File: src/design/sa_dims_pkg.sv
`default_nettype none

package sa_dims_pkg;

    // Square matrix side and element count
    localparam int DIM   = 8;
    localparam int ELEMS = DIM * DIM;

    // Raw input and weight element
    typedef logic signed [7:0] data_t;

    // Q, K and V element, 8 products of 16 bits
    typedef logic signed [19:0] proj_t;

    // Score element before and after ReLU
    typedef logic signed [40:0] score_t;

    // Weighted-sum result
    typedef logic signed [63:0] out_t;

    // Flat row-major index
    typedef logic [5:0] idx_t;

    typedef logic [3:0] len_t;

endpackage

`default_nettype wire

File: src/design/sa_ctrl_pkg.sv
`default_nettype none

package sa_ctrl_pkg;

    typedef enum logic [2:0] {
        PH_IDLE   = 3'd0,
        PH_LOAD_Q = 3'd1,
        PH_LOAD_K = 3'd2,
        PH_LOAD_V = 3'd3,
        PH_SCORE  = 3'd4,
        PH_OUTPUT = 3'd5
    } phase_t;

    // Cycles per phase
    localparam int LOAD_LEN  = 64;
    localparam int SCORE_LEN = 64;

    // Legal sequence lengths
    localparam int T_SHORT = 1;
    localparam int T_MID   = 4;
    localparam int T_FULL  = 8;

endpackage

`default_nettype wire

File: src/design/sa_ctrl.sv
`timescale 1ns/100ps
`default_nettype none

module sa_ctrl (
    input  wire logic              clk,
    input  wire logic              rst_n,
    input  wire logic              in_valid,
    input  wire sa_dims_pkg::len_t t_len,
    output sa_ctrl_pkg::phase_t    phase,
    output sa_dims_pkg::idx_t      cnt,
    output sa_dims_pkg::len_t      seq_len
);
    import sa_dims_pkg::*;
    import sa_ctrl_pkg::*;

    logic [6:0] out_len;
    idx_t       out_last;

    // Output phase runs T rows of DIM results
    assign out_len  = {seq_len, 3'b000};
    assign out_last = idx_t'(out_len - 7'd1);

    always_ff @(posedge clk or negedge rst_n) begin
        if (!rst_n) begin
            phase   <= PH_IDLE;
            cnt     <= '0;
            seq_len <= len_t'(T_SHORT);
        end else begin
            case (phase)
                PH_IDLE: begin
                    cnt <= '0;
                    if (in_valid) begin
                        phase   <= PH_LOAD_Q;
                        seq_len <= t_len;
                    end
                end
                PH_LOAD_Q: begin
                    cnt <= cnt + 1'b1;
                    if (cnt == idx_t'(LOAD_LEN - 1)) begin
                        phase <= PH_LOAD_K;
                    end
                end
                PH_LOAD_K: begin
                    cnt <= cnt + 1'b1;
                    if (cnt == idx_t'(LOAD_LEN - 1)) begin
                        phase <= PH_LOAD_V;
                    end
                end
                PH_LOAD_V: begin
                    cnt <= cnt + 1'b1;
                    if (cnt == idx_t'(LOAD_LEN - 1)) begin
                        phase <= PH_SCORE;
                    end
                end
                PH_SCORE: begin
                    cnt <= cnt + 1'b1;
                    if (cnt == idx_t'(SCORE_LEN - 1)) begin
                        phase <= PH_OUTPUT;
                    end
                end
                PH_OUTPUT: begin
                    if (cnt == out_last) begin
                        phase <= PH_IDLE;
                        cnt   <= '0;
                    end else begin
                        cnt <= cnt + 1'b1;
                    end
                end
                default: begin
                    phase <= PH_IDLE;
                    cnt   <= '0;
                end
            endcase
        end
    end

    a_t_len_legal: assert property (@(posedge clk) disable iff (!rst_n)
        (phase == PH_IDLE && in_valid) |-> (t_len inside {T_SHORT, T_MID, T_FULL}));

    // Load beats are registered, so each load cycle follows a valid beat
    a_load_valid: assert property (@(posedge clk) disable iff (!rst_n)
        (phase inside {PH_LOAD_Q, PH_LOAD_K, PH_LOAD_V}) |-> $past(in_valid));

endmodule

`default_nettype wire

File: config.mk
export PLATFORM = sky130hd
export DESIGN_NAME = sa_ctrl
export DESIGN_NICKNAME = d
export VERILOG_FILES = /design/src/design/sa_dims_pkg.sv /design/src/design/sa_ctrl_pkg.sv /design/src/design/sa_ctrl.sv
export SDC_FILE = /design/constraint.sdc
export NUM_CORES = 1
export LEC_CHECK = 0
export BUFFER_PORTS_ARGS = -buffer_cell sky130_fd_sc_hd__buf_2
export CELL_PAD_IN_SITES_DETAIL_PLACEMENT = 1
export CELL_PAD_IN_SITES_GLOBAL_PLACEMENT = 2
export CORE_MARGIN = 4
export CORE_UTILIZATION = 30
export CTS_BUF_LIST = sky130_fd_sc_hd__clkbuf_4 sky130_fd_sc_hd__clkbuf_8 sky130_fd_sc_hd__clkbuf_16
export DETAILED_ROUTE_END_ITERATION = 16
export PLACE_DENSITY = 0.77
export SKIP_LAST_GASP = 1
export SLEW_MARGIN = 20
export SYNTH_ARGS = -nofsm -noshare
export SYNTH_HDL_FRONTEND = slang
export SYNTH_SLANG_ARGS = --single-unit
File: constraint.sdc
create_clock -name clk -period 2.6 [get_ports clk]
set_input_delay 0.13 -clock clk [delete_from_list [all_inputs] [get_ports clk]]
set_output_delay 0.13 -clock clk [all_outputs]
set_load 0.02 [all_outputs]
==> flow_summary_export.csv, run 1 <==
group,metric,value,unit
cts,cts.sinks,13,
final_layout,mostFrequentLayoutCell,"buf_2",
die,die_h,55.7,um
global_route,antenna_found_initial,0,
final_layout,n_antenna_cell,0,
critical_path,critical_path_class,"register to register",
die,core,2060,sq um
cts,path_clk_slew,0.08,ns
synthesis,synth_xor_area_share,12.5,%
pwr,switching_share,45.0,%
critical_path,start_kind,"register",
synthesis,syn_inst,63,
timing,worst_slew_pin_slew,0.369,ns
synthesis,synth_top_family_by_area,"simple AND/OR/NAND/NOR gates",
global_route,grt_use_total,11.1,%
synthesis,yosysWarnings,0,
synthesis,seq_area_frac_synth,47.9,%
global_route,grt_pass1_vias,581,
die,die_w,55.7,um
cts,ctsHoldBuffers,1,
final_layout,layout-drive-gt1-share,32.6,%
pwr,power_frac_seq,37.5,%
critical_path,cp-end-kind,"register",
critical_path,reg2reg_slack,0.63,ns
flow_run,drv_cap,0,
timing,fmax,507,MHz
worst_hold_path,hold_path_class,"input pin to register",
detailed_routing,drt-total-wl,1570,um
final_layout,synthToLayoutAreaGrowth,24.2,%
timing,period_minus_slack,1.97,ns
global_route,overflow,0,
cts,cts_setup_buffers,0,
synthesis,synth_area_leader_cell,"dfrtp_1",
detailed_routing,vias,526,
final_layout,final_cell_mix,"19 x buf_2, 12 x dfrtp_1, 8 x nor2_1",
timing,finalSetupTns,0,ns
die,die_area,3100,sq um
synthesis,synth_area_per_cell,10.8,sq um
pwr,p_leak,0.401,nW
pwr,p_total,1.10,mW
critical_path,cp.arrival,2.13,ns
detailed_routing,ant_nets,0,
timing,final.period_utilization,75.9,%
pwr,power_frac_clock,12.2,%
critical_path,timing.rr.start,"seq_len[0]",
final_layout,final_nets,96,
synthesis,yosys-top-cells-area,"dfrtp_1 44%, mux2_1 6.6%, xnor2_1 5.1%",
cts,clock_path_buffers,2,
cts,numCtsBuffers,3,
cts,cts_resized,0,
place,io_buffers,19,
synthesis,synth_fa_ha_area_share,3.67,%
detailed_routing,routedWlPerCell,13.9,um
place,place_area,807,sq um
critical_path,cp-endpoint,"cnt[3]",
place,pre_cts_slack,0.622,ns
synthesis,syn_area,682,sq um
critical_path,crit_start,"seq_len[0]",
synthesis,synth_compound_area_share,8.99,%
place,place_congestion,0.734,
detailed_routing,via_per_inst,4.65,
timing,setup_ws,0.627,ns
synthesis,synth.mux.area_fraction,6.61,%
pwr,p_int,0.607,mW
place,dp_hpwl,1220,um
final_layout,fin_area,847,sq um
timing,hold_viol_final,0,
pwr,switching_power,0.496,mW
die,initial_utilization,33.1,%
die,ios,20,
cts,clk_latency,0.27,ns
synthesis,ys_types,26,
timing,finalSetupViolCount,0,
global_route,grt_first_pass_wirelength,2700,um
global_route,grt_max_degree,14,
outcome,status,"completed",
timing,rsz0062_at_grt,"no",
detailed_routing,first_iter_violations,4,
critical_path,worstRegToRegCells,6,
pwr,ir_drop,0.638,mV
cts,cts_tree,"yes",
critical_path,crit_required,2.76,ns
detailed_routing,route.detailed.drc,0,
cts,h-tree-depth,1,
critical_path,timing.rr.end,"cnt[3]",
synthesis,ys_ff_latch,13,
synthesis,synth_top_cell_area_share,44.0,%
die,rows,16,
pwr,powerDensity,1300,nW/um^2
timing,relSlewSlack,75.2,%
detailed_routing,first_pass_iters,2,
cts,cts_root_buffer,"clkbuf_4",
critical_path,path_max_fanout,5,
timing,finalClockSkew,0.00107,ns
timing,maxSlewViolCount,0,
synthesis,syn_nets,72,
pwr,pwr-share-comb,50.3,%
synthesis,synthSimpleGateAreaFrac,17.6,%
power by group through the flow:
stage          Combinational, mW  Clock (mW)  Sequential, mW
4_1_cts                    0.568       0.141           0.416
5_1_grt                    0.620       0.154           0.432
2_1_floorplan              0.307           0           0.499
6_report                   0.555       0.134           0.414
3_5_place_dp               0.565           0           0.420
3_3_place_gp               0.547           0           0.414
sequential cells by signal, summed over array words and instances (netlist names):
register,count
cnt,6
seq_len,4
phase,3
kinds of logic after synthesis:
kind of cell,count (synthesis)
adders and majority gates,2
buffers and inverters,5
DFF,13
AOI/OAI and AO/OA,7
and+or+nand+nor,24
muxes,4
xor gates and xnor gates,8
cells in the mapped netlist:
| library cell | n |
|---|---|
| a31o_1 | 1 |
| nor4_1 | 1 |
| nand2_1 | 5 |
| o221ai_1 | 1 |
| a21oi_1 | 2 |
| nor3_2 | 1 |
| nor3_1 | 2 |
| and3_1 | 1 |
| nor2_1 | 8 |
| xnor2_1 | 4 |
| mux2_1 | 4 |
| clkbuf_1 | 1 |
| or4_4 | 1 |
| ha_1 | 2 |
| o31a_1 | 1 |
| inv_1 | 3 |
| and2_1 | 1 |
| nand2b_1 | 1 |
| inv_2 | 1 |
| nand3_1 | 3 |
| xor2_1 | 3 |
| o21ai_4 | 1 |
| o32ai_1 | 1 |
| dfstp_2 | 1 |
| xor3_1 | 1 |
| dfrtp_1 | 12 |
metrics by stage:
| stage | std cells | hold slack (ns) | utilization (%) |
|---|---|---|---|
| after floorplan | 63 | -0.166 | - |
| final | 113 | 0.0669 | 41.1 |
| after detailed placement | 108 | 0.0349 | 39.1 |
| after CTS | 113 | 0.0630 | 41.1 |
| after global placement | 108 | 0.0345 | 39.1 |
| after global routing | 113 | 0.0663 | 41.1 |
area by class of cell:
type / instances / area (sq um)
multi-input cells: 45 / 337
fillers: 245 / 1210
flip-flops and latches: 13 / 327
repair buffers: 20 / 105
inverters: 4 / 15.0
well taps: 27 / 33.8
clock buffers: 4 / 30.0
worst min path at each step:
stage | endpoint | slack [ns] | startpoint | depth (start not counted)
final | seq_len[2] | 0.07 | t_len[2] | 2
after global routing | seq_len[2] | 0.07 | t_len[2] | 2
after CTS | seq_len[2] | 0.06 | t_len[2] | 2
after detailed placement | cnt[5] | 0.03 | rst_n | 1
after global placement | seq_len[2] | 0.03 | rst_n | 1
after floorplan | cnt[0] | -0.17 | rst_n | 0
per-layer routing:
layer,vias up,wire length (um),track usage [%]
met4,0,15,5.21
met1,247,699,12.8
met5,-,0,0
met3,2,106,4.18
met2,14,748,17.9
li1,263,-,-
worst max-delay path, cell delays in order, from the launching register on:
cell	delay [ns]
dfstp_2	0.56
inv_1	0.05
ha_1	0.29
xnor2_1	0.15
or4_4	0.53
o21ai_4	0.19
nor2_1	0.09
Power figures use the tool's default switching activity.
==> run 2: changes to the inputs <==
==> constraint.sdc (replaced) <==
create_clock -name clk -period 1.95 [get_ports clk]
set_input_delay 0.0975 -clock clk [delete_from_list [all_inputs] [get_ports clk]]
set_output_delay 0.0975 -clock clk [all_outputs]
set_load 0.02 [all_outputs]
==> flow_summary_export.csv, run 2 (synthesis gave the netlist of run 1 again) <==
group,metric,value,unit
outcome,status,"completed",
die,rows,16,
critical_path,path_max_fanout,5,
cts,numCtsBuffers,3,
timing,fmax,524,MHz
place,dp_hpwl,1180,um
timing,hold_viol_final,0,
timing,relSlewSlack,76.7,%
worst_hold_path,hold_path_class,"input pin to register",
critical_path,worstRegToRegCells,6,
pwr,powerDensity,1830,nW/um^2
global_route,grt_first_pass_wirelength,2840,um
cts,cts_tree,"yes",
cts,cts.sinks,13,
timing,maxSlewViolCount,0,
critical_path,timing.rr.end,"cnt[4]",
critical_path,cp-end-kind,"register",
timing,rsz0062_at_grt,"yes",
cts,clock_path_buffers,2,
global_route,grt_pass1_vias,590,
final_layout,final_nets,99,
die,die_h,55.7,um
final_layout,synthToLayoutAreaGrowth,31.4,%
worst_hold_path,hold_path_depth,2,
critical_path,critical_path_class,"register to register",
final_layout,largest-register,"cnt",
cts,path_clk_slew,0.08,ns
global_route,grt_use_total,11.5,%
cts,cts_root_buffer,"clkbuf_4",
final_layout,largest_reg_flops,6,
timing,period_minus_slack,1.91,ns
detailed_routing,ant_nets,0,
worst_hold_path,min-delay-start,"t_len[3]",
die,ios,20,
global_route,grt_busiest_layer,"met2",
place,io_buffers,19,
critical_path,cp.arrival,2.07,ns
die,initial_utilization,33.1,%
global_route,antenna_found_initial,0,
detailed_routing,via_per_inst,4.77,
global_route,overflow,0,
timing,setup_ws,0.0426,ns
timing,finalSetupViolCount,0,
cts,h-tree-depth,1,
final_layout,final_cell_mix,"19 x buf_2, 12 x dfrtp_1, 8 x nor2_1",
timing,worst_slew_pin_slew,0.349,ns
detailed_routing,first_pass_iters,3,
detailed_routing,routedWlPerCell,14.4,um
critical_path,crit_required,2.11,ns
timing,finalClockSkew,0.00261,ns
global_route,grt_max_degree,14,
detailed_routing,vias,553,
die,die_w,55.7,um
detailed_routing,route.detailed.drc,0,
final_layout,fillers,237,
pwr,ir_drop,0.927,mV
die,die_area,3100,sq um
final_layout,fin_area,896,sq um
global_route,met1_usage,14.7,%
final_layout,n_antenna_cell,0,
place,place_congestion,0.728,
place,pre_cts_slack,-0.00895,ns
global_route,use_met3,2.78,%
pwr,p_leak,0.422,nW
die,core,2060,sq um
critical_path,reg2reg_slack,0.04,ns
flow_run,drv_cap,0,
critical_path,start_kind,"register",
worst_hold_path,hold-path-endpoint,"seq_len[3]",
final_layout,reg_top3,"cnt: 6 flops, seq_len: 4 flops, phase: 3 flops",
timing,hold-worst-slack,0.0406,ns
final_layout,mostFrequentLayoutCell,"buf_2",
detailed_routing,first_iter_violations,4,
critical_path,timing.rr.start,"seq_len[0]",
place,place_area,822,sq um
detailed_routing,drt-total-wl,1670,um
pwr,p_total,1.64,mW
timing,final.period_utilization,97.8,%
final_layout,layout-drive-gt1-share,38.2,%
cts,clk_latency,0.27,ns
global_route,met2_usage,18.6,%
[run 2: layout make-up]
class                   count  area (sq um)  share of cell area (%)
repair buffers             23           128                    14.2
multi-input cells          45           363                    40.5
inverters                   4          15.0                    1.68
flip-flops and latches     13           327                    36.5
clock buffers               4          30.0                    3.35
well taps                  27          33.8                    3.77
[run 2: worst max-delay path, cell delays in order, from the launching register on]
cell	delay [ns]
dfstp_2	0.54
inv_1	0.07
ha_4	0.25
xnor2_2	0.14
or4_4	0.53
o21ai_4	0.19
nor2_1	0.07
[run 2: timing repair]
action | CTS | global route
resized for setup | 0 | 3
hold endpoints to repair | 13 | 0
hold buffers | 1 | 0
endpoints found under the setup margin | 4 | 7
pin swaps | 1 | 1
buffers inserted | 1 | 0
[run 2: per-layer routing]
layer,routed length (um),share of wire [%]
met1,732,44
met2,846,51
met3,74,4.4
met4,13,0.78
met5,0,0
[run 2: through the flow]
step           std cells  utilization, %  setup TNS, ns
2_1_floorplan         63               -              0
3_3_place_gp         110            39.9              0
3_5_place_dp         110            39.9       -0.00895
4_1_cts              116            42.2              0
5_1_grt              116            43.4         -0.226
6_report             116            43.4              0
[run 2: worst max path at each step]
| stage | slack, ns | end | start | depth (start not counted) |
|---|---|---|---|---|
| finish | 0.04 | cnt[4] | seq_len[0] | 6 |
| global route | -0.05 | cnt[3] | seq_len[0] | 6 |
| CTS | 0.007 | cnt[4] | seq_len[0] | 6 |
| detailed placement | -0.009 | phase[0] | seq_len[0] | 7 |
| global placement | 0.04 | cnt[4] | seq_len[0] | 6 |
| floorplan | 0.002 | cnt[1] | seq_len[0] | 6 |
[run 2: power breakdown]
| group | switching, mW | total [mW] | internal, mW |
|---|---|---|---|
| logic | 0.480 | 0.902 | 0.422 |
| registers | 0.157 | 0.554 | 0.397 |
| clock network | 0.0890 | 0.182 | 0.0930 |
| total | 0.725 | 1.64 | 0.913 |
==> run 3: changes to the inputs <==
--- a/config.mk
+++ b/config.mk
@@ -5,8 +5,10 @@
 export SDC_FILE = /design/constraint.sdc
 export NUM_CORES = 1
 export LEC_CHECK = 0
+export ABC_AREA = 0
 export BUFFER_PORTS_ARGS = -buffer_cell sky130_fd_sc_hd__buf_2
-export CELL_PAD_IN_SITES_DETAIL_PLACEMENT = 1
+export CAP_MARGIN = 0
+export CELL_PAD_IN_SITES_DETAIL_PLACEMENT = 2
 export CELL_PAD_IN_SITES_GLOBAL_PLACEMENT = 2
 export CORE_MARGIN = 4
 export CORE_UTILIZATION = 30
==> flow_summary_export.csv, run 3 (synthesis gave the netlist of run 1 again) <==
group,metric,value,unit
outcome,status,"completed",
critical_path,cp.arrival,2.03,ns
timing,rsz0062_at_grt,"yes",
timing,relSlewSlack,73.2,%
timing,maxSlewViolCount,0,
detailed_routing,drt-total-wl,1650,um
detailed_routing,via_per_inst,4.85,
final_layout,final_nets,99,
global_route,grt_use_total,12.2,%
die,core,2060,sq um
cts,path_clk_slew,0.08,ns
final_layout,utilization,42.5,%
pwr,power_frac_seq,34.9,%
final_layout,stdcell_count,116,
final_layout,layout-drive-gt1-share,36.0,%
global_route,overflow,0,
die,ios,20,
pwr,switching_share,45.0,%
detailed_routing,first_iter_violations,3,
timing,worst_slew_pin_slew,0.401,ns
critical_path,max_stage_delay,0.54,ns
critical_path,cp-end-kind,"register",
final_layout,final_cell_mix,"19 x buf_2, 12 x dfrtp_1, 8 x nor2_1",
cts,cts.sinks,13,
detailed_routing,vias,563,
pwr,p_int,0.864,mW
final_layout,n_antenna_cell,0,
cts,h-tree-depth,1,
place,dp_cells,110,
detailed_routing,routedWlPerCell,14.3,um
timing,period_minus_slack,1.86,ns
pwr,pwr-share-comb,53.4,%
critical_path,reg2reg_slack,0.09,ns
place,place_congestion,0.728,
die,initial_utilization,33.1,%
final_layout,largest_reg_flops,6,
critical_path,critical_path_class,"register to register",
die,die_h,55.7,um
critical_path,worstPathCellList,"inv_1, ha_1, xnor2_1, or4_4, o21ai_4, nor2_1",
cts,cts_tree,"yes",
critical_path,crit_buf_inv,1,
final_layout,reg_top3,"cnt: 6 flops, seq_len: 4 flops, phase: 3 flops",
final_layout,mostFrequentLayoutCell,"buf_2",
critical_path,path_max_fanout,5,
timing,finalSetupViolCount,0,
place,io_buffers,19,
place,pre_cts_slack,-0.00327,ns
die,die_area,3100,sq um
critical_path,crit_family,"flip-flops",
cts,clock_path_buffers,2,
cts,numCtsBuffers,3,
critical_path,timing.rr.start,"seq_len[0]",
cts,clk_latency,0.28,ns
final_layout,fin_area,876,sq um
final_layout,largest-register,"cnt",
critical_path,cp.depth,6,
global_route,grt_pass1_vias,640,
worst_hold_path,hold_path_class,"input pin to register",
timing,fmax,537,MHz
place,dp_hpwl,1250,um
timing,setup_ws,0.0885,ns
global_route,grt_first_pass_wirelength,3020,um
timing,finalSetupTns,0,ns
critical_path,crit_required,2.12,ns
pwr,p_total,1.57,mW
detailed_routing,ant_nets,0,
critical_path,start_kind,"register",
timing,hold_viol_final,0,
flow_run,drv_cap,0,
pwr,ir_drop,0.814,mV
detailed_routing,first_pass_iters,4,
pwr,switching_power,0.706,mW
pwr,p_leak,0.416,nW
critical_path,worstRegToRegCells,6,
timing,final.period_utilization,95.5,%
critical_path,cp-endpoint,"cnt[5]",
cts,cts_root_buffer,"clkbuf_4",
critical_path,timing.rr.end,"cnt[5]",
global_route,antenna_found_initial,0,
die,rows,16,
detailed_routing,route.detailed.drc,0,
global_route,grt_max_degree,14,
timing,hold-worst-slack,0.0299,ns
pwr,power_frac_clock,11.8,%
critical_path,cp_slowest_cell,"dfstp_2",
timing,finalClockSkew,0.00271,ns
critical_path,crit_start,"seq_len[0]",
place,place_area,822,sq um
pwr,powerDensity,1790,nW/um^2
die,die_w,55.7,um
final_layout,synthToLayoutAreaGrowth,28.4,%
-- run 3: how the worst min path moves through the flow --
stage / to / cells after the start / start / slack [ns]
final: seq_len[2] / 2 / t_len[2] / 0.03
after global routing: seq_len[3] / 2 / t_len[3] / 0.03
after CTS: seq_len[3] / 2 / t_len[3] / 0.03
after detailed placement: seq_len[2] / 1 / rst_n / 0.006
after global placement: seq_len[2] / 1 / rst_n / 0.005
after floorplan: cnt[0] / 0 / rst_n / -0.20
-- run 3: power by group through the flow --
| stage | combinational (mW) | sequential, mW | clock [mW] |
|---|---|---|---|
| after global placement | 0.777 | 0.552 | 0 |
| after CTS | 0.836 | 0.551 | 0.188 |
| after floorplan | 0.410 | 0.665 | 0 |
| final | 0.838 | 0.548 | 0.184 |
| after global routing | 0.929 | 0.579 | 0.204 |
| after detailed placement | 0.802 | 0.562 | 0 |
-- run 3: layout make-up --
type	instances	area, sq um
clock buffers	4	30.0
fillers	239	1190
inverters	4	15.0
multi-input cells	45	343
flip-flops and latches	13	327
well taps	27	33.8
repair buffers	23	128
-- run 3: routing by layer --
| layer | share of wire [%] | GRT usage (%) |
|---|---|---|
| met4 | 1.8 | 6.25 |
| met5 | 0 | 0 |
| met1 | 46 | 15.2 |
| met2 | 48 | 19.4 |
| met3 | 3.9 | 2.78 |
-- run 3: repair_timing --
action / 4_1_cts / 5_1_grt
hold endpoints to repair: 13 / 0
pin swaps: 2 / 0
gates resized for setup: 0 / 1
hold buffers: 1 / 0
endpoints found under the setup margin: 6 / 2
setup buffers: 1 / 0
